<file path="config.mk">
export PLATFORM = sky130hd
export DESIGN_NAME = trap_top
export DESIGN_NICKNAME = d
export VERILOG_FILES = /design/src/trap_pkg.sv /design/src/trap_ctrl.sv /design/src/csr_write_arb.sv /design/src/csr_file.sv /design/src/trap_top.sv
export SDC_FILE = /design/constraint.sdc
export NUM_CORES = 1
export LEC_CHECK = 0
export BUFFER_PORTS_ARGS = -buffer_cell sky130_fd_sc_hd__buf_4
export CAP_MARGIN = 20
export CORE_UTILIZATION = 48
export DETAILED_ROUTE_END_ITERATION = 8
export GPL_ROUTABILITY_DRIVEN = 0
export GPL_TIMING_DRIVEN = 0
export HOLD_SLACK_MARGIN = 0.03
export PLACE_DENSITY = 0.78
export RECOVER_POWER = 100
export SLEW_MARGIN = 25
export SYNTH_ARGS = -nofsm -noshare
export SYNTH_HDL_FRONTEND = slang
export SYNTH_SLANG_ARGS = --single-unit
</file>
<file path="constraint.sdc">
create_clock -name clk -period 3.36 [get_ports clk]
set_clock_uncertainty 0.05 [all_clocks]
set_input_delay 0.504 -clock clk [delete_from_list [all_inputs] [get_ports clk]]
set_output_delay 0.504 -clock clk [all_outputs]
set_load 0.02 [all_outputs]
</file>
<file path="src/trap_pkg.sv">
// --------------------------------------------------
// shared constants for the machine-mode trap logic:
// data width, CSR addresses, SYSTEM instruction
// words, mcause codes and mstatus bit positions.
// imported by wildcard in each module header
// --------------------------------------------------
package trap_pkg;

    localparam int xlen_c = 32;                 // data and address width

    typedef logic [11:0] csr_addr_t;

    // machine CSR addresses
    localparam csr_addr_t csr_mstatus_c = 12'h300;
    localparam csr_addr_t csr_mtvec_c   = 12'h305;
    localparam csr_addr_t csr_mepc_c    = 12'h341;
    localparam csr_addr_t csr_mcause_c  = 12'h342;

    // SYSTEM opcode words seen at write-back
    localparam logic [xlen_c-1:0] inst_ecall_c  = 32'h0000_0073;
    localparam logic [xlen_c-1:0] inst_ebreak_c = 32'h0010_0073;
    localparam logic [xlen_c-1:0] inst_mret_c   = 32'h3020_0073;

    // synchronous causes
    localparam logic [xlen_c-1:0] cause_ecall_c  = 32'd11;
    localparam logic [xlen_c-1:0] cause_ebreak_c = 32'd3;

    // interrupt causes, bit 31 marks an interrupt
    localparam logic [xlen_c-1:0] cause_irq_sw_c  = 32'h8000_0003;
    localparam logic [xlen_c-1:0] cause_irq_tmr_c = 32'h8000_0007;
    localparam logic [xlen_c-1:0] cause_irq_ext_c = 32'h8000_000b;

    // mstatus bit positions
    localparam int mstatus_mie_c  = 3;
    localparam int mstatus_mpie_c = 7;

    // irq_i lines: 0 software, 1 timer, 2 external
    localparam int irq_w_c = 3;

endpackage

</file>
<file path="src/trap_ctrl.sv">
// --------------------------------------------------
// machine-mode trap controller. watches write-back
// for ECALL, EBREAK and MRET, takes the synchronized
// interrupt lines when MIE is set, writes mepc,
// mstatus and mcause through the shared CSR port and
// then redirects fetch to mtvec (or mepc on MRET)
// --------------------------------------------------
`timescale 1ns/10ps

module trap_ctrl import trap_pkg::*; (
    input  logic              clk,
    input  logic              rst_n,
    input  logic [irq_w_c-1:0] irq_i,
    input  logic [xlen_c-1:0] wb_inst_i,
    input  logic [xlen_c-1:0] wb_inst_addr_i,
    input  logic [xlen_c-1:0] pc_addr_i,
    input  logic [xlen_c-1:0] de_addr_i,
    input  logic              de_valid_i,
    input  logic [xlen_c-1:0] ex_addr_i,
    input  logic              ex_valid_i,
    input  logic [xlen_c-1:0] as_addr_i,
    input  logic              as_valid_i,
    input  logic [xlen_c-1:0] mtvec_i,
    input  logic [xlen_c-1:0] mepc_i,
    input  logic [xlen_c-1:0] mstatus_i,
    output logic              trap_we_o,
    output csr_addr_t         trap_waddr_o,
    output logic [xlen_c-1:0] trap_wdata_o,
    output logic              hold_o,
    output logic              redirect_valid_o,
    output logic [xlen_c-1:0] redirect_addr_o
);

    // one-hot sequencer states
    localparam logic [4:0] st_idle_c    = 5'b00001;
    localparam logic [4:0] st_mepc_c    = 5'b00010;
    localparam logic [4:0] st_mstatus_c = 5'b00100;
    localparam logic [4:0] st_mcause_c  = 5'b01000;
    localparam logic [4:0] st_mret_c    = 5'b10000;

    logic [4:0]         state_q;
    logic [irq_w_c-1:0] irq_meta_q;
    logic [irq_w_c-1:0] irq_sync_q;
    logic               is_idle;
    logic               is_exc;
    logic               is_mret;
    logic               irq_take;
    logic               trap_cond;
    logic [xlen_c-1:0]  cause_nxt;
    logic [xlen_c-1:0]  pc_nxt;
    logic [xlen_c-1:0]  save_pc_q;
    logic [xlen_c-1:0]  cause_q;
    logic [xlen_c-1:0]  mstatus_entry;
    logic [xlen_c-1:0]  mstatus_ret;

    // --------------------------------------------------
    // interrupt synchronizer
    // --------------------------------------------------
    always_ff @(posedge clk or negedge rst_n) begin
        if (!rst_n) begin
            irq_meta_q <= '0;
            irq_sync_q <= '0;
        end else begin
            irq_meta_q <= irq_i;
            irq_sync_q <= irq_meta_q;
        end
    end

    // --------------------------------------------------
    // trap decision
    // --------------------------------------------------
    assign is_idle   = (state_q == st_idle_c);
    assign is_exc    = (wb_inst_i == inst_ecall_c) || (wb_inst_i == inst_ebreak_c);
    assign is_mret   = (wb_inst_i == inst_mret_c);
    assign irq_take  = (|irq_sync_q) && mstatus_i[mstatus_mie_c];
    assign trap_cond = is_exc || irq_take || is_mret;
    assign hold_o    = !is_idle || trap_cond;

    always_comb begin
        if (is_exc) begin
            cause_nxt = (wb_inst_i == inst_ecall_c) ? cause_ecall_c : cause_ebreak_c;
            pc_nxt    = wb_inst_addr_i;
        end else begin
            // external beats software beats timer
            if (irq_sync_q[2])      cause_nxt = cause_irq_ext_c;
            else if (irq_sync_q[0]) cause_nxt = cause_irq_sw_c;
            else                    cause_nxt = cause_irq_tmr_c;
            // resume at the oldest instruction still in flight
            if (as_valid_i)         pc_nxt = as_addr_i;
            else if (ex_valid_i)    pc_nxt = ex_addr_i;
            else if (de_valid_i)    pc_nxt = de_addr_i;
            else                    pc_nxt = pc_addr_i;
        end
    end

    // mstatus images for entry and return
    always_comb begin
        mstatus_entry                 = mstatus_i;
        mstatus_entry[mstatus_mpie_c] = mstatus_i[mstatus_mie_c];
        mstatus_entry[mstatus_mie_c]  = 1'b0;
        mstatus_ret                   = mstatus_i;
        mstatus_ret[mstatus_mie_c]    = mstatus_i[mstatus_mpie_c];
        mstatus_ret[mstatus_mpie_c]   = 1'b1;
    end

    // --------------------------------------------------
    // sequencer
    // --------------------------------------------------
    always_ff @(posedge clk or negedge rst_n) begin
        if (!rst_n) begin
            state_q <= st_idle_c;
        end else begin
            case (state_q)
                st_idle_c: begin
                    if (is_exc || irq_take) state_q <= st_mepc_c;
                    else if (is_mret)       state_q <= st_mret_c;
                end
                st_mepc_c:    state_q <= st_mstatus_c;
                st_mstatus_c: state_q <= st_mcause_c;
                default:      state_q <= st_idle_c;  // mcause, mret
            endcase
        end
    end

    always_ff @(posedge clk) begin
        if (is_idle && (is_exc || irq_take)) begin
            save_pc_q <= pc_nxt;
            cause_q   <= cause_nxt;
        end
    end

    // write strobe and redirect pulse, one cycle each
    always_ff @(posedge clk or negedge rst_n) begin
        if (!rst_n) begin
            trap_we_o        <= 1'b0;
            redirect_valid_o <= 1'b0;
        end else begin
            trap_we_o        <= !is_idle;
            redirect_valid_o <= (state_q == st_mcause_c) || (state_q == st_mret_c);
        end
    end

    always_ff @(posedge clk) begin
        trap_waddr_o    <= csr_mstatus_c;
        trap_wdata_o    <= mstatus_entry;
        redirect_addr_o <= mtvec_i;
        case (state_q)
            st_mepc_c: begin
                trap_waddr_o <= csr_mepc_c;
                trap_wdata_o <= save_pc_q;
            end
            st_mcause_c: begin
                trap_waddr_o <= csr_mcause_c;
                trap_wdata_o <= cause_q;
            end
            st_mret_c: begin
                trap_wdata_o    <= mstatus_ret;
                redirect_addr_o <= mepc_i;
            end
            default: ;
        endcase
    end

endmodule

</file>
<file path="src/csr_write_arb.sv">
// --------------------------------------------------
// fixed-priority arbiter for the single CSR write
// port. trap writes always win; the pipeline request
// is valid/ready and waits while a trap write runs.
// the accepted write goes out on the same edge
// --------------------------------------------------
`timescale 1ns/10ps

module csr_write_arb import trap_pkg::*; (
    input  logic              clk,
    input  logic              rst_n,
    input  logic              trap_we_i,
    input  csr_addr_t         trap_waddr_i,
    input  logic [xlen_c-1:0] trap_wdata_i,
    input  logic              req_valid_i,
    input  csr_addr_t         req_addr_i,
    input  logic [xlen_c-1:0] req_data_i,
    output logic              req_ready_o,
    output logic              we_o,
    output csr_addr_t         waddr_o,
    output logic [xlen_c-1:0] wdata_o
);

    logic              stolen_q;      // trap took the port from a waiting request
    csr_addr_t         held_addr_q;
    logic [xlen_c-1:0] held_data_q;
    logic              pipe_we;

    assign req_ready_o = !trap_we_i;
    assign pipe_we     = req_valid_i && !trap_we_i;

    always_ff @(posedge clk or negedge rst_n) begin
        if (!rst_n) begin
            stolen_q <= 1'b0;
        end else if (trap_we_i && req_valid_i) begin
            stolen_q <= 1'b1;
        end else if (pipe_we) begin
            stolen_q <= 1'b0;                // retired once
        end
    end

    // keep the copy of the request that lost the port
    always_ff @(posedge clk) begin
        if (trap_we_i && req_valid_i && !stolen_q) begin
            held_addr_q <= req_addr_i;
            held_data_q <= req_data_i;
        end
    end

    assign we_o    = trap_we_i || pipe_we;
    assign waddr_o = trap_we_i ? trap_waddr_i : (stolen_q ? held_addr_q : req_addr_i);
    assign wdata_o = trap_we_i ? trap_wdata_i : (stolen_q ? held_data_q : req_data_i);

endmodule

</file>
<file path="src/csr_file.sv">
// --------------------------------------------------
// machine CSRs mtvec, mepc, mcause and mstatus.
// one write port fed by the arbiter, one read port
// decoded combinationally; mtvec, mepc and mstatus
// also go straight to the trap controller
// --------------------------------------------------
`timescale 1ns/10ps

module csr_file import trap_pkg::*; #(
    parameter logic [xlen_c-1:0] MTVEC_RESET = 32'h0000_0100
) (
    input  logic              clk,
    input  logic              rst_n,
    input  logic              we_i,
    input  csr_addr_t         waddr_i,
    input  logic [xlen_c-1:0] wdata_i,
    input  csr_addr_t         raddr_i,
    output logic [xlen_c-1:0] rdata_o,
    output logic [xlen_c-1:0] mtvec_o,
    output logic [xlen_c-1:0] mepc_o,
    output logic [xlen_c-1:0] mstatus_o
);

    logic [xlen_c-1:0] mtvec_q;
    logic [xlen_c-1:0] mepc_q;
    logic [xlen_c-1:0] mcause_q;
    logic [xlen_c-1:0] mstatus_q;

    // --------------------------------------------------
    // write port
    // --------------------------------------------------
    always_ff @(posedge clk or negedge rst_n) begin
        if (!rst_n) begin
            mtvec_q   <= MTVEC_RESET;
            mepc_q    <= '0;
            mcause_q  <= '0;
            mstatus_q <= '0;
        end else if (we_i) begin
            case (waddr_i)
                // direct mode only, base stays word aligned
                csr_mtvec_c:   mtvec_q   <= {wdata_i[xlen_c-1:2], 2'b00};
                csr_mepc_c:    mepc_q    <= {wdata_i[xlen_c-1:2], 2'b00};
                csr_mcause_c:  mcause_q  <= wdata_i;
                csr_mstatus_c: mstatus_q <= wdata_i;
                default: ;                          // unknown address, dropped
            endcase
        end
    end

    // --------------------------------------------------
    // read port
    // --------------------------------------------------
    always_comb begin
        case (raddr_i)
            csr_mtvec_c:   rdata_o = mtvec_q;
            csr_mepc_c:    rdata_o = mepc_q;
            csr_mcause_c:  rdata_o = mcause_q;
            csr_mstatus_c: rdata_o = mstatus_q;
            default:       rdata_o = '0;
        endcase
    end

    assign mtvec_o   = mtvec_q;
    assign mepc_o    = mepc_q;
    assign mstatus_o = mstatus_q;

endmodule

</file>
<file path="src/trap_top.sv">
// --------------------------------------------------
// trap subsystem top: trap controller and pipeline
// CSR writes share the CSR file write port through
// the arbiter. MTVEC_RESET sets the handler base
// --------------------------------------------------
`timescale 1ns/10ps

module trap_top import trap_pkg::*; #(
    parameter logic [xlen_c-1:0] MTVEC_RESET = 32'h0000_0100
) (
    input  logic               clk,
    input  logic               rst_n,
    input  logic [irq_w_c-1:0] irq_i,
    input  logic [xlen_c-1:0]  wb_inst_i,
    input  logic [xlen_c-1:0]  wb_inst_addr_i,
    input  logic [xlen_c-1:0]  pc_addr_i,
    input  logic [xlen_c-1:0]  de_addr_i,
    input  logic               de_valid_i,
    input  logic [xlen_c-1:0]  ex_addr_i,
    input  logic               ex_valid_i,
    input  logic [xlen_c-1:0]  as_addr_i,
    input  logic               as_valid_i,
    input  logic               csr_wr_valid_i,
    output logic               csr_wr_ready_o,
    input  csr_addr_t          csr_wr_addr_i,
    input  logic [xlen_c-1:0]  csr_wr_data_i,
    input  csr_addr_t          csr_rd_addr_i,
    output logic [xlen_c-1:0]  csr_rd_data_o,
    output logic               hold_o,
    output logic               redirect_valid_o,
    output logic [xlen_c-1:0]  redirect_addr_o
);

    // trap write channel
    logic              trap_we;
    csr_addr_t         trap_waddr;
    logic [xlen_c-1:0] trap_wdata;
    // arbitrated port into the CSR file
    logic              csr_we;
    csr_addr_t         csr_waddr;
    logic [xlen_c-1:0] csr_wdata;
    logic [xlen_c-1:0] mtvec;
    logic [xlen_c-1:0] mepc;
    logic [xlen_c-1:0] mstatus;

    trap_ctrl u_trap_ctrl (
        .clk              (clk),
        .rst_n            (rst_n),
        .irq_i            (irq_i),
        .wb_inst_i        (wb_inst_i),
        .wb_inst_addr_i   (wb_inst_addr_i),
        .pc_addr_i        (pc_addr_i),
        .de_addr_i        (de_addr_i),
        .de_valid_i       (de_valid_i),
        .ex_addr_i        (ex_addr_i),
        .ex_valid_i       (ex_valid_i),
        .as_addr_i        (as_addr_i),
        .as_valid_i       (as_valid_i),
        .mtvec_i          (mtvec),
        .mepc_i           (mepc),
        .mstatus_i        (mstatus),
        .trap_we_o        (trap_we),
        .trap_waddr_o     (trap_waddr),
        .trap_wdata_o     (trap_wdata),
        .hold_o           (hold_o),
        .redirect_valid_o (redirect_valid_o),
        .redirect_addr_o  (redirect_addr_o)
    );

    csr_write_arb u_csr_write_arb (
        .clk          (clk),
        .rst_n        (rst_n),
        .trap_we_i    (trap_we),
        .trap_waddr_i (trap_waddr),
        .trap_wdata_i (trap_wdata),
        .req_valid_i  (csr_wr_valid_i),
        .req_addr_i   (csr_wr_addr_i),
        .req_data_i   (csr_wr_data_i),
        .req_ready_o  (csr_wr_ready_o),
        .we_o         (csr_we),
        .waddr_o      (csr_waddr),
        .wdata_o      (csr_wdata)
    );

    csr_file #(
        .MTVEC_RESET (MTVEC_RESET)
    ) u_csr_file (
        .clk       (clk),
        .rst_n     (rst_n),
        .we_i      (csr_we),
        .waddr_i   (csr_waddr),
        .wdata_i   (csr_wdata),
        .raddr_i   (csr_rd_addr_i),
        .rdata_o   (csr_rd_data_o),
        .mtvec_o   (mtvec),
        .mepc_o    (mepc),
        .mstatus_o (mstatus)
    );

endmodule

</file>
==> Word-level counts from Yosys, hierarchy flattened <==
Index checks and enable logic that the tools add are counted.
{ "word_totals": {"regBits": 319, "inputBits": 257, "out_inout_bits": 67, "wordCells": 75} }
{ "op_classes": {"n_eq_ne": 17, "mux": 21, "n_reduce_logical": 20} }
{ "ops": {"columns": ["operator", "count"], "rows": [
  ["$mux 32", 9],
  ["$pmux 32 s4", 1],
  ["$eq 12x10->1 const B", 8],
  ["$pmux 32 s3", 1],
  ["$eq 32x21->1 const B", 1],
  ["$eq 32x30->1 const B", 1],
  ["$eq 32x7->1 const B", 1],
  ["$mux 12", 2],
  ["$pmux 5 s3", 1],
  ["$pmux 7 s2", 1],
  ["$mux 5", 2],
  ["$reduce_and 2->1", 4],
  ["$logic_or 1x1->1", 6],
  ["$eq 5x1->1 const B", 1],
  ["$eq 5x2->1 const B", 1],
  ["$eq 5x3->1 const B", 1],
  ["$eq 5x4->1 const B", 1],
  ["$eq 5x5->1 const B", 1],
  ["$logic_and 1x1->1", 5],
  ["$mux 4", 1],
  ["$logic_not 1->1", 3],
  ["$mux 3", 1],
  ["$ne 3x3->1 const B", 1],
  ["$reduce_or 3->1", 1],
  ["other kinds (2)", 3]
]} }

==> Longest topological paths before layout <==
Gate-level depths: netlist (run 1).
{ "depth": {"depth_word": 5, "mapped_depth": 8} }

==> Cells and area by module <==
From an unflattened synthesis (run 1), not the netlist that was laid out.
{ "unflattened": {"hier_cells": 1158, "area_unflattened_um2": 13606.8} }
{ "by_module_without_submodules": {"columns": ["module", "instances", "cells_each", "area_per_inst_um2", "seq_area_each_um2"], "rows": [
  ["csr_file", 1, 464, 5900.7, 3104.2],
  ["trap_ctrl", 1, 496, 5368.9, 2718.9],
  ["csr_write_arb", 1, 198, 2337.2, 1346.3]
]} }

==> Worst setup path before layout (run 1) <==
No wires, ideal clock.
{ "synth_path": {"path_type": "input to register", "from": "in wb_inst_i[10]", "to": "reg u_trap_ctrl.cause_q[2] (enable)", "setup_time_ns": 0.427, "t_arrival_ns": 3.048, "t_required_ns": 2.883, "setup_slack_ns": -0.165, "stages": 6, "n_path_buf": 1, "path_cell_list": "nor4_1 nand4_1 nor3_1 clkbuf_1 nor2_1 nor2_1"} }
{ "synth_via": {"elab_chain_len": 4, "elab_cells_between_ends": 5, "classes_between": "2 x eq/ne; 3 x reduce/logical"} }
{ "synth_rtl": {"columns": ["item", "line", "rtl"], "rows": [
  ["start, declared", "trap_top.sv:14", "input logic [xlen_c-1:0] wb_inst_i,"],
  ["$eq 32x7->1 / $eq 32x21->1 (equally long branches)", "trap_ctrl.sv:73", "assign is_exc = (wb_inst_i == inst_ecall_c) || (wb_inst_i == inst_ebreak_c);"],
  ["$logic_or 1x1->1 *", "trap_ctrl.sv:73", null],
  ["$logic_or 1x1->1 *", "trap_ctrl.sv:126", "if (is_idle && (is_exc || irq_take)) begin"],
  ["$logic_and 1x1->1 *", "trap_ctrl.sv:126", null],
  ["end signal, assigned", "trap_ctrl.sv:128", "cause_q <= cause_nxt;"],
  ["end, declared", "trap_ctrl.sv:52", "logic [xlen_c-1:0] cause_q;"]
]} }
Mark *: on every way between the ends. The rest lies on a longest branch, timed or not.
A chain may end at the register's enable or synchronous reset.

==> Worst setup path after layout (run 1) <==
{ "layout_path": {"from": "in csr_rd_addr_i[11]", "to": "out csr_rd_data_o[6]"} }
{ "layout_via": {"elab_chain_len": 2, "elab_cells_between_ends": 5, "classes_between": "4 x eq/ne; 1 x mux"} }
{ "layout_rtl": {"columns": ["item", "line", "rtl"], "rows": [
  ["start, declared", "trap_top.sv:27", "input csr_addr_t csr_rd_addr_i,"],
  ["$eq 12x10->1", "csr_file.sv:54", "case (raddr_i)"],
  ["$pmux 32 s4 *", "csr_file.sv:54", null],
  ["end, declared", "trap_top.sv:28", "output logic [xlen_c-1:0] csr_rd_data_o,"]
]} }
Marks and branches as above.

==> key figures, run 1 <==
Status
  • Status: complete, but fails checks
  • Violated checks: capacitance limit, slew limit

Layout
  • # fillers: 2033
  • Design area: 16100 um2
  • Share of layout cells above drive strength 1: 25.7%
  • Commonest non-fill, non-tap cell in the layout: buf_4
  • Synth-to-Final Area Change: 29.1%
  • Nets: 1633
  • Most frequent cells in the layout: 210 x buf_4, 142 x nand2_1, 136 x dfrtp_1
  • Layout Cells excl Fill: 1729

Timing
  • RSZ-0062 raised after global routing: no
  • Fin crit share: 97.6%
  • Final setup viols: 0
  • Max-Slew Margin vs Limit: -16.9%
  • Tightest Pin Transition: 1.75 ns
  • Slew Viols, Final: 67
  • Fmax: 305 MHz
  • Final hold violation count: 0
  • Final worst slack: 0.0822 ns
  • Final min period: 3.28 ns

Place
  • DP Wirelength: 27100 um
  • Number of port buffers: 318
  • Placed insts: 1672
  • Placed cell area: 15400 um2
  • Pre-CTS setup slack: -0.159 ns

Die
  • Die X: 163 um
  • Die Y: 163 um
  • Die area: 26600 um2
  • Ports: 324
  • Initial Util: 49.1%
  • Row Count: 58
  • Core area: 25300 um2

Synthesis
  • Number of flops mapped to enable cells by yosys: 79
  • Ys async rst share: 48.9%
  • Synthesized area: 12400 um2
  • Sequential area share after synthesis: 57.3%
  • Yosys cell types: 44
  • Gate Count Post-Synth: 1019
  • Post-synth top area cell: dfrtp_1
  • Ys Warns: 0
  • Yosys top cell area share: 27.4%
  • Yosys reg bits: 282
  • Prevailing post-synth register cell: dfrtp_1
  • Avg Cell Area, Syn: 12.2 um2
  • Cells taking the most area after synthesis: dfrtp_1 27%, edfxtp_1 19%, mux2_1 11%

Clock network
  • Max H-tree Level: 1
  • Post-CTS Repair Setup Buffers: 0
  • CTS Buf Count: 28
  • CTS root buffer: clkbuf_16
  • CTS tree: built
  • Latest clock arrival within the worst-skew pair: 0.54 ns
  • Num Clock Sinks: 282
  • Clock-pin transition on the worst setup and hold timing paths: 0.06 ns
  • Max Buffers Root-to-Sink: 3

Power and ir drop
  • Leak: 7.34 nW
  • Pwr/cell area: 526 nW/um2
  • Peak VDD IR: 0.410 mV

Detailed routing
  • Vias per std cell: 5.55
  • DRT Pass-1 Iters: 5
  • Antenna Violating Nets Remaining: 0
  • Vias: 9596
  • DR WL/cell: 20.7 um
  • Initial DRC Count: 610
  • Final WL: 35800 um
  • Remaining DRCs: 0

GRT
  • First-pass GRT wire length: 54100 um
  • Vias in the first global route: 9897
  • GRT overflow: 0
  • Largest net degree at the start of global routing: 73
  • Total GRT Usage: 26.9%
  • Initial antenna violation count: 3

Setup path
  • Critical Path End Type: output port
  • Worst Path Arrival: 2.72 ns
  • Critical Path Source Type: primary input
  • WS Path Type: primary input to output port
  • Req. time, crit path: 2.81 ns
  • Max FO, Critical Path: 10

Run
  • Max Cap Viol: 1

Min path
  • Hold Path Class: primary input to flip-flop
[path summary, 6_finish.rpt]
| path | start | endpoint | slack (ns) | cells past startpoint |
|---|---|---|---|---|
| setup reg to reg | u_trap_ctrl.trap_we_o | u_csr_write_arb.held_data_q[18] | 0.31 | 6 |
| min in group asynchronous | rst_n | u_csr_file.mtvec_o[18] | 0.91 | 2 |
| hold reg to reg | u_trap_ctrl.irq_meta_q[2] | u_trap_ctrl.irq_sync_q[2] | 0.30 | 0 |
| hold / removal | csr_wr_addr_i[4] | u_csr_write_arb.held_addr_q[4] | 0.13 | 1 |
| max in group asynchronous | rst_n | u_csr_file.mstatus_o[30] | 1.25 | 3 |
| setup / recovery | csr_rd_addr_i[11] | csr_rd_data_o[6] | 0.08 | 8 |
[logic make-up after synthesis]
kind of cell | synth area share (%)
flip-flops | 57.3
multiplexers | 22.2
AO/OA/AOI/OAI | 10.7
AND/OR/NAND/NOR | 7.00
buffers and inverters | 2.70
other | 0.0302
[Yosys cell counts, types with 3 or more instances]
cell,n
a22o_1,28
a22oi_1,64
buf_1,6
buf_2,19
buf_4,3
clkbuf_1,42
dfrtp_1,136
dfxtp_1,65
edfxtp_1,79
inv_1,6
mux2_1,122
mux2_2,32
mux2i_1,103
nand2_1,142
nand3_1,5
nand4_1,3
nor2_1,12
nor3_1,9
nor3b_1,3
nor4_1,8
o21ai_0,86
o21ai_1,16
[through the flow]
| stage | util (%) | TNS (ns) | hold WS, ns | total power, mW |
|---|---|---|---|---|
| 3_3_place_gp | 60.2 | -45.27 | 0.284 | 5.27 |
| 3_5_place_dp | 60.7 | -2.73 | 0.293 | 5.37 |
| 2_1_floorplan | - | 0 | 0.158 | 4.68 |
| 4_1_cts | 64.6 | 0 | 0.0821 | 8.54 |
| 5_1_grt | 63.4 | 0 | 0.108 | 8.75 |
| 6_report | 63.4 | 0 | 0.126 | 8.45 |
[area by class of cell]
class / count / area (um2) / share of cell area [%]
Antenna cell: 1 / 2.50 / 0.0156
Buffer: 71 / 298 / 1.86
Clock buffer: 36 / 783 / 4.88
Clock inverter: 16 / 164 / 1.02
Inverter: 7 / 26.3 / 0.164
Multi-Input combinational cell: 660 / 4990 / 31.1
Sequential cell: 282 / 7130 / 44.4
Tap cell: 330 / 413 / 2.57
Timing Repair Buffer: 326 / 2240 / 14.0
[sequential cells by signal, indices dropped and copies added, names as in the netlist]
| register | count |
|---|---|
| u_trap_ctrl.save_pc_q | 32 |
| u_trap_ctrl.trap_wdata_o | 32 |
| u_trap_ctrl.cause_q | 3 |
| u_csr_file.mstatus_o | 32 |
| u_trap_ctrl.redirect_valid_o | 1 |
| u_trap_ctrl.state_q | 5 |
| u_trap_ctrl.irq_meta_q | 3 |
| u_csr_file.mepc_o | 30 |
| u_csr_file.mcause_q | 32 |
| u_csr_write_arb.held_data_q | 32 |
| u_trap_ctrl.trap_we_o | 1 |
| u_trap_ctrl.trap_waddr_o | 3 |
| u_csr_file.mtvec_o | 30 |
| u_trap_ctrl.irq_sync_q | 3 |
| u_csr_write_arb.stolen_q | 1 |
| u_trap_ctrl.redirect_addr_o | 30 |
| u_csr_write_arb.held_addr_q | 12 |
[report_power, final]
part / internal (mW) / switching [mW] / leakage [nW]
sequential: 3.76 / 0.101 / 3.13
combinational: 0.562 / 0.837 / 3.76
clock: 1.88 / 1.31 / 0.457
[critical path, cell delays in order]
cell and delay [ns]:
buf_4 0.11, nor4bb_1 0.38, nand4b_1 0.21, nor3b_2 0.43
clkbuf_1 0.51, a22oi_1 0.20, nand2_1 0.13, clkbuf_1 0.24
[routing by layer]
| layer | up-vias | track usage [%] | share of wire [%] |
|---|---|---|---|
| met5 | - | 0 | 0.075 |
| met2 | 382 | 48.7 | 52 |
| li1 | 4465 | - | - |
| met1 | 4671 | 33.1 | 39 |
| met4 | 4 | 8.54 | 2.9 |
| met3 | 74 | 3.44 | 6.3 |
[what timing repair did]
action | 4_1_cts | 5_1_grt
hold endpoints to repair | 67 | 0
hold buffers | 4 | 0
gates resized for setup | 4 | 4
setup endpoints to repair | 30 | 12
Note: power is estimated with default switching activity, not from simulation.
==> run 2: changes to the inputs <==
--- a/config.mk
+++ b/config.mk
@@ -8,6 +8,7 @@
 export BUFFER_PORTS_ARGS = -buffer_cell sky130_fd_sc_hd__buf_4
 export CAP_MARGIN = 20
 export CORE_UTILIZATION = 48
+export CTS_CLUSTER_DIAMETER = 60
 export DETAILED_ROUTE_END_ITERATION = 8
 export GPL_ROUTABILITY_DRIVEN = 0
 export GPL_TIMING_DRIVEN = 0
==> constraint.sdc (replaced) <==
create_clock -name clk -period 3.36 [get_ports clk]
set_clock_uncertainty 0.05 [all_clocks]
set_input_delay 0.504 -clock clk [delete_from_list [all_inputs] [get_ports clk]]
set_output_delay 0.504 -clock clk [all_outputs]
set_load 0.05 [all_outputs]
==> run 2 against run 1 <==
  * The flow still finishes with violations (capacitance limit, slew limit)
  * Worst hold slack worse by 0.0012 ns
  * Sequential share of layout area down 0.12 points
  * Register-to-register slack about the same
  * Core utilization up 0.17 points
  * Fmax up 1.3%
  * Design area up 0.27%
  * Via count up 0.66%
  * Flip-flop and latch count unchanged
  * Die area unchanged
  * Clock-buffer cell count unchanged
  * Clock power about the same
  * Combinational power up 4%
  * Critical endpoint is now csr_rd_data_o[22]
  * Largest cell class unchanged
  * Highest routed layer unchanged
==> key figures, run 2 (same netlist as run 1, synthesis figures left out) <==
Setup path
  • Max FO, Critical Path: 10 (unchanged)
  • Critical Path Source Type: primary input
  • Critical Path Max Stage Delay: 0.52 ns (about the same)
  • Cells along the critical path: buf_4 > nor4bb_1 > nand2_1 > nor3_4 > clkbuf_1 > a22oi_1 > nand2_1 > buf_4
  • WS Path Type: primary input to output port
  • Worst Path Arrival: 2.68 ns (-0.04 ns)
  • R2R depth: 6 (unchanged)
  • Req. time, crit path: 2.81 ns (about the same)
  • Worst path slowest cell: clkbuf_1
  • Critical Path End Type: output port

Timing
  • Fin crit share: 96.3% (-1.3 points)
  • Post-route setup TNS: 0 ns (unchanged)
  • Min Hold Slack: 0.125 ns (-0.00125 ns)
  • Final worst slack: 0.125 ns (+0.0430 ns)
  • Final min period: 3.23 ns (-0.0430 ns)
  • Final hold violation count: 0 (unchanged)
  • Fmax: 309 MHz (+1.3%)
  • RSZ-0062 raised after global routing: no
  • Max-Slew Margin vs Limit: -16.4% (+0.48 points)
  • Final setup viols: 0 (unchanged)
  • Tightest Pin Transition: 1.75 ns (-0.00723 ns)
  • Slew Viols, Final: 67 (unchanged)

Power and ir drop
  • Pwr/cell area: 528 nW/um2 (+0.33%)
  • Net Sw Frac: 27.1% (+0.49 points)
  • Leak: 7.40 nW (+0.76%)
  • Sw Pwr: 2.31 mW (+2.5%)
  • Sequential share of power: 45.4% (-0.3 points)
  • Internal power: 6.19 mW (about the same)
  • Combinational share of power: 17.0% (+0.4 points)
  • Pwr Total: 8.50 mW (+0.61%)
  • Peak VDD IR: 0.410 mV (+0.19%)
  • Clock share of power: 37.6% (-0.2 points)

Clock network
  • Latest clock arrival within the worst-skew pair: 0.54 ns (about the same)
  • CTS root buffer: clkbuf_16
  • Num Clock Sinks: 282 (unchanged)
  • CTS Buf Count: 28 (unchanged)
  • Max H-tree Level: 1 (unchanged)
  • Clock-pin transition on the worst setup and hold timing paths: 0.06 ns (about the same)
  • Post-CTS Repair Setup Buffers: 0 (unchanged)
  • Max Buffers Root-to-Sink: 3 (unchanged)
  • CTS tree: built

Die
  • Die Y: 163 um (unchanged)
  • Row Count: 58 (unchanged)
  • Die area: 26600 um2 (unchanged)
  • Initial Util: 49.1% (unchanged)
  • Core area: 25300 um2 (unchanged)
  • Ports: 324 (unchanged)
  • Die X: 163 um (unchanged)

Status
  • Violated checks: capacitance limit, slew limit
  • Status: complete, but fails checks

Place
  • Number of port buffers: 318 (unchanged)
  • Pre-CTS setup slack: -0.216 ns (-0.0572 ns)
  • Placed cell area: 15400 um2 (unchanged)
  • Placed insts: 1672 (unchanged)
  • DP Wirelength: 27100 um (unchanged)

Layout
  • Layout Cells excl Fill: 1729 (unchanged)
  • Finished Core Util: 63.6% (+0.17 points)
  • Share of layout cells above drive strength 1: 26.6% (+0.93 points)
  • Design area: 16100 um2 (+0.27%)
  • Most frequent cells in the layout: 215 x buf_4, 142 x nand2_1, 136 x dfrtp_1
  • Nets: 1633 (unchanged)
  • Commonest non-fill, non-tap cell in the layout: buf_4
  • Synth-to-Final Area Change: 29.4%

Min path
  • Hold Path Class: primary input to flip-flop
  • Min-Delay Path Depth: 1 (unchanged)

Detailed routing
  • Remaining DRCs: 0 (unchanged)
  • DR WL/cell: 20.7 um (-0.16%)
  • Initial DRC Count: 582 (-4.6%)
  • Vias per std cell: 5.59 (+0.66%)
  • Antenna Violating Nets Remaining: 0 (unchanged)
  • DRT Pass-1 Iters: 5 (unchanged)
  • Final WL: 35800 um (-0.16%)
  • Vias: 9659 (+0.66%)

GRT
  • Initial antenna violation count: 3 (unchanged)
  • Total GRT Usage: 26.9% (unchanged)
  • Vias in the first global route: 9897 (unchanged)
  • Largest net degree at the start of global routing: 73 (unchanged)
  • First-pass GRT wire length: 54100 um (unchanged)
  • GRT overflow: 0 (unchanged)

Run
  • Max Cap Viol: 1 (unchanged)
-- run 2: changes by cell type in the layout (fill, tap and decap cells not counted) --
cell	delta
clkbuf_4	+6
clkbuf_1	-13
buf_4	+5
clkbuf_2	-2
buf_2	+4
-- run 2: area by class of cell --
cell class	instances	area [um2]
flip-flops and latches	282	7130
well taps	330	413
multi-input cells	660	4990
diodes	1	2.50
fillers	2021	9230
clock inverters	16	164
repair buffers	326	2280
inverters	7	26.3
plain buffers	71	302
clock buffers	36	783
-- run 2: repair_timing --
action                                 in CTS  in global routing
endpoints found under the hold margin      67                  0
hold buffers                                4                  0
gates resized for setup                     4                 11
setup endpoints to repair                  30                 20
-- run 2: worst paths after layout --
check	start	endpoint	slack, ns
worst min register to register	u_trap_ctrl.irq_meta_q[2]	u_trap_ctrl.irq_sync_q[2]	0.30
max in group asynchronous	rst_n	u_csr_file.mstatus_o[30]	1.26
worst max-delay path	csr_rd_addr_i[11]	csr_rd_data_o[22]	0.13
worst min-delay path	csr_wr_addr_i[4]	u_csr_write_arb.held_addr_q[4]	0.12
worst max register to register	u_trap_ctrl.trap_we_o	u_csr_write_arb.held_data_q[18]	0.31
min in group asynchronous	rst_n	u_csr_file.mtvec_o[18]	0.90
-- run 2: critical path: cells and delay by family --
| kind | cells | cell delay (ns) |
|---|---|---|
| AO/OA/AOI/OAI | 1 | 0.20 |
| buffers and inverters | 3 | 0.84 |
| AND/OR/NAND/NOR | 4 | 1.15 |
-- run 2: power by group through the flow --
stage / clock (mW) / sequential [mW] / combinational (mW)
after floorplan: 0 / 3.93 / 0.802
after CTS: 3.21 / 3.86 / 1.52
final: 3.19 / 3.86 / 1.45
after global placement: 0 / 3.92 / 1.41
after global routing: 3.36 / 3.88 / 1.56
after detailed placement: 0 / 3.92 / 1.51
-- run 2: routing by layer --
layer	GRT usage, %	up-vias	part of all wire, %
met5	0	-	0.076
met4	8.54	4	2.7
met3	3.44	72	6.8
met2	48.7	396	52
met1	33.1	4717	39
li1	-	4470	-
==> run 3: changes to the inputs <==
--- a/config.mk
+++ b/config.mk
@@ -7,13 +7,13 @@
 export LEC_CHECK = 0
 export BUFFER_PORTS_ARGS = -buffer_cell sky130_fd_sc_hd__buf_4
 export CAP_MARGIN = 20
-export CORE_UTILIZATION = 48
+export CORE_UTILIZATION = 53
 export CTS_CLUSTER_DIAMETER = 60
 export DETAILED_ROUTE_END_ITERATION = 8
 export GPL_ROUTABILITY_DRIVEN = 0
 export GPL_TIMING_DRIVEN = 0
 export HOLD_SLACK_MARGIN = 0.03
-export PLACE_DENSITY = 0.78
+export PLACE_DENSITY = 0.82
 export RECOVER_POWER = 100
 export SLEW_MARGIN = 25
 export SYNTH_ARGS = -nofsm -noshare
==> constraint.sdc (replaced) <==
create_clock -name clk -period 3.2 [get_ports clk]
set_clock_uncertainty 0.05 [all_clocks]
set_input_delay 0.48 -clock clk [delete_from_list [all_inputs] [get_ports clk]]
set_output_delay 0.48 -clock clk [all_outputs]
set_load 0.05 [all_outputs]
==> run 3 against run 2 <==
  * The run still ends with capacitance limit, slew limit left
  * Global-route usage grew 3.2 points
  * Worst hold slack lost 0.027 ns
  * Register-to-register slack lost 0.13 ns
  * Worst setup slack lost 0.065 ns
  * First-iteration DRC count shrank 4.0%
  * Die area shrank 9.3%
  * Critical path type unchanged
==> key figures, run 3 (same netlist as run 1, synthesis figures left out) <==
Detailed routing
  • Vias: 9772 (+1.2%)
  • Vias per std cell: 5.72 (+2.4%)
  • DRT Pass-1 Iters: 5 (unchanged)
  • Antenna Violating Nets Remaining: 0 (unchanged)
  • Remaining DRCs: 0 (unchanged)
  • DR WL/cell: 21.1 um (+1.9%)
  • Final WL: 36000 um (+0.67%)
  • Initial DRC Count: 559 (-4.0%)

Timing
  • Final hold violation count: 0 (unchanged)
  • Final setup viols: 0 (unchanged)
  • Min Hold Slack: 0.0977 ns (-0.0273 ns)
  • Max-Slew Margin vs Limit: -37.0% (-21 points)
  • Slew Viols, Final: 80 (+19%)
  • Tightest Pin Transition: 2.05 ns (+0.309 ns)
  • Final min period: 3.14 ns
  • Final worst slack: 0.0598 ns (-0.0654 ns)
  • RSZ-0062 raised after global routing: yes
  • Fmax: 318 MHz
  • Fin crit share: 98.1%

Clock network
  • CTS Buf Count: 27 (-3.6%)
  • Max H-tree Level: 1 (unchanged)
  • CTS root buffer: clkbuf_16
  • Latest clock arrival within the worst-skew pair: 0.54 ns (about the same)
  • CTS tree: built
  • Clock-pin transition on the worst setup and hold timing paths: 0.07 ns (about the same)
  • Max Buffers Root-to-Sink: 3 (unchanged)
  • Num Clock Sinks: 282 (unchanged)

Die
  • Row Count: 55 (-5.2%)
  • Die X: 155 um (-4.8%)
  • Initial Util: 54.4% (+5.3 points)
  • Core area: 22800 um2 (-9.8%)
  • Die area: 24100 um2 (-9.3%)
  • Die Y: 155 um (-4.8%)
  • Ports: 324 (unchanged)

Power and ir drop
  • Peak VDD IR: 0.396 mV (-3.6%)
  • Leak: 7.45 nW (+0.68%)
  • Pwr/cell area: 562 nW/um2 (+6.5%)
  • Pwr Total: 9.09 mW (+6.9%)

Setup path
  • Max FO, Critical Path: 10 (unchanged)
  • R2R depth: 6 (unchanged)
  • Worst Path Arrival: 2.61 ns (-0.07 ns)
  • Critical path launch point: csr_rd_addr_i[3]
  • Req. time, crit path: 2.67 ns (-0.14 ns)
  • WS Path Type: primary input to output port
  • Critical Path End Type: output port
  • Critical Path Source Type: primary input
  • Worst r2r src: u_trap_ctrl.trap_we_o
  • R2r setup slk: 0.18 ns (-0.13 ns)

Layout
  • Design area: 16200 um2 (+0.40%)
  • Commonest non-fill, non-tap cell in the layout: buf_4
  • Nets: 1632 (-0.061%)
  • Synth-to-Final Area Change: 30.0%
  • Most frequent cells in the layout: 214 x buf_4, 142 x nand2_1, 136 x dfrtp_1
  • Share of layout cells above drive strength 1: 27.0% (+0.42 points)

GRT
  • GRT overflow: 0 (unchanged)
  • Vias in the first global route: 10300 (+3.8%)
  • Total GRT Usage: 30.1% (+3.2 points)
  • First-pass GRT wire length: 55400 um (+2.4%)
  • Largest net degree at the start of global routing: 81 (+11%)
  • Initial antenna violation count: 1 (-2)

Status
  • Status: complete, but fails checks
  • Violated checks: capacitance limit, slew limit

Min path
  • Hold Path Class: primary input to flip-flop
  • Min-Delay Path Depth: 1 (unchanged)
  • HP Start: csr_wr_data_i[4]

Place
  • DP Wirelength: 27300 um (+0.41%)
  • Number of port buffers: 318 (unchanged)
  • Pre-CTS setup slack: -0.347 ns (-0.131 ns)
  • Placed cell area: 15300 um2 (about the same)

Run
  • Max Cap Viol: 1 (unchanged)
-- run 3: changes by cell type in the layout (fill, tap and decap cells not counted), moves of 2 or more --
cell	previous run	this run
mux2_1	127	125
clkbuf_2	24	19
o21ai_0	101	98
clkbuf_4	40	44
o21ai_1	1	4
clkinv_2	7	3
clkinvlp_2	3	0
clkbuf_8	1	7
buf_2	7	12
mux2_2	27	29
clkbuf_1	103	99
-- run 3: power breakdown --
part | internal (mW) | switching, mW | leakage, nW
combinational | 0.599 | 0.957 | 3.84
sequential | 3.94 | 0.109 | 3.13
clock | 2.13 | 1.35 | 0.485
-- run 3: final cells by class --
| cell class | instances | area, um2 |
|---|---|---|
| fillers | 1652 | 6690 |
| multi-input cells | 660 | 5020 |
| flip-flops and latches | 282 | 7130 |
| repair buffers | 326 | 2290 |
| inverters | 7 | 26.3 |
| well taps | 313 | 392 |
| diodes | 1 | 2.50 |
| plain buffers | 71 | 307 |
| clock inverters | 9 | 151 |
| clock buffers | 40 | 837 |
-- run 3: path summary, 6_finish.rpt --
check	endpoint
min in group asynchronous	u_csr_file.mtvec_o[18]
hold / removal	u_csr_write_arb.held_data_q[4]
setup / recovery	csr_rd_data_o[2]
hold reg to reg	u_trap_ctrl.irq_sync_q[1]
max in group asynchronous	u_trap_ctrl.irq_meta_q[0]
setup reg to reg	u_csr_write_arb.held_addr_q[9]
-- run 3: what timing repair did --
action                                  4_1_cts  5_1_grt
endpoints found under the setup margin       30       30
setup buffers                                 0        0
resized for setup                             7       22
endpoints found under the hold margin        80        0
hold buffers                                  4        0
-- run 3: critical path, cell delays in order --
cell and delay [ns]:
buf_4 0.11, nor4_1 0.45, nand2_1 0.28, nor3_4 0.45, clkbuf_2 0.34, a22oi_1 0.12, nand2_1 0.14, clkbuf_4 0.24
-- run 3: per-stage QoR --
step	utilization, %	TNS (ns)	cells
6_report	70.7	0	1709
5_1_grt	70.7	-0.00779	1709
4_1_cts	71.8	0	1708
3_5_place_dp	67.2	-8.80	1655
3_3_place_gp	66.6	-59.20	1651
2_1_floorplan	-	0	1020
-- run 3: layer usage --
layer	global-route usage, %	share of wire (%)	wire (um)
met1	35.8	38	13500
met2	55.2	52	18800
met3	3.87	6.2	2220
met4	12.0	4.0	1440
met5	0	0	0
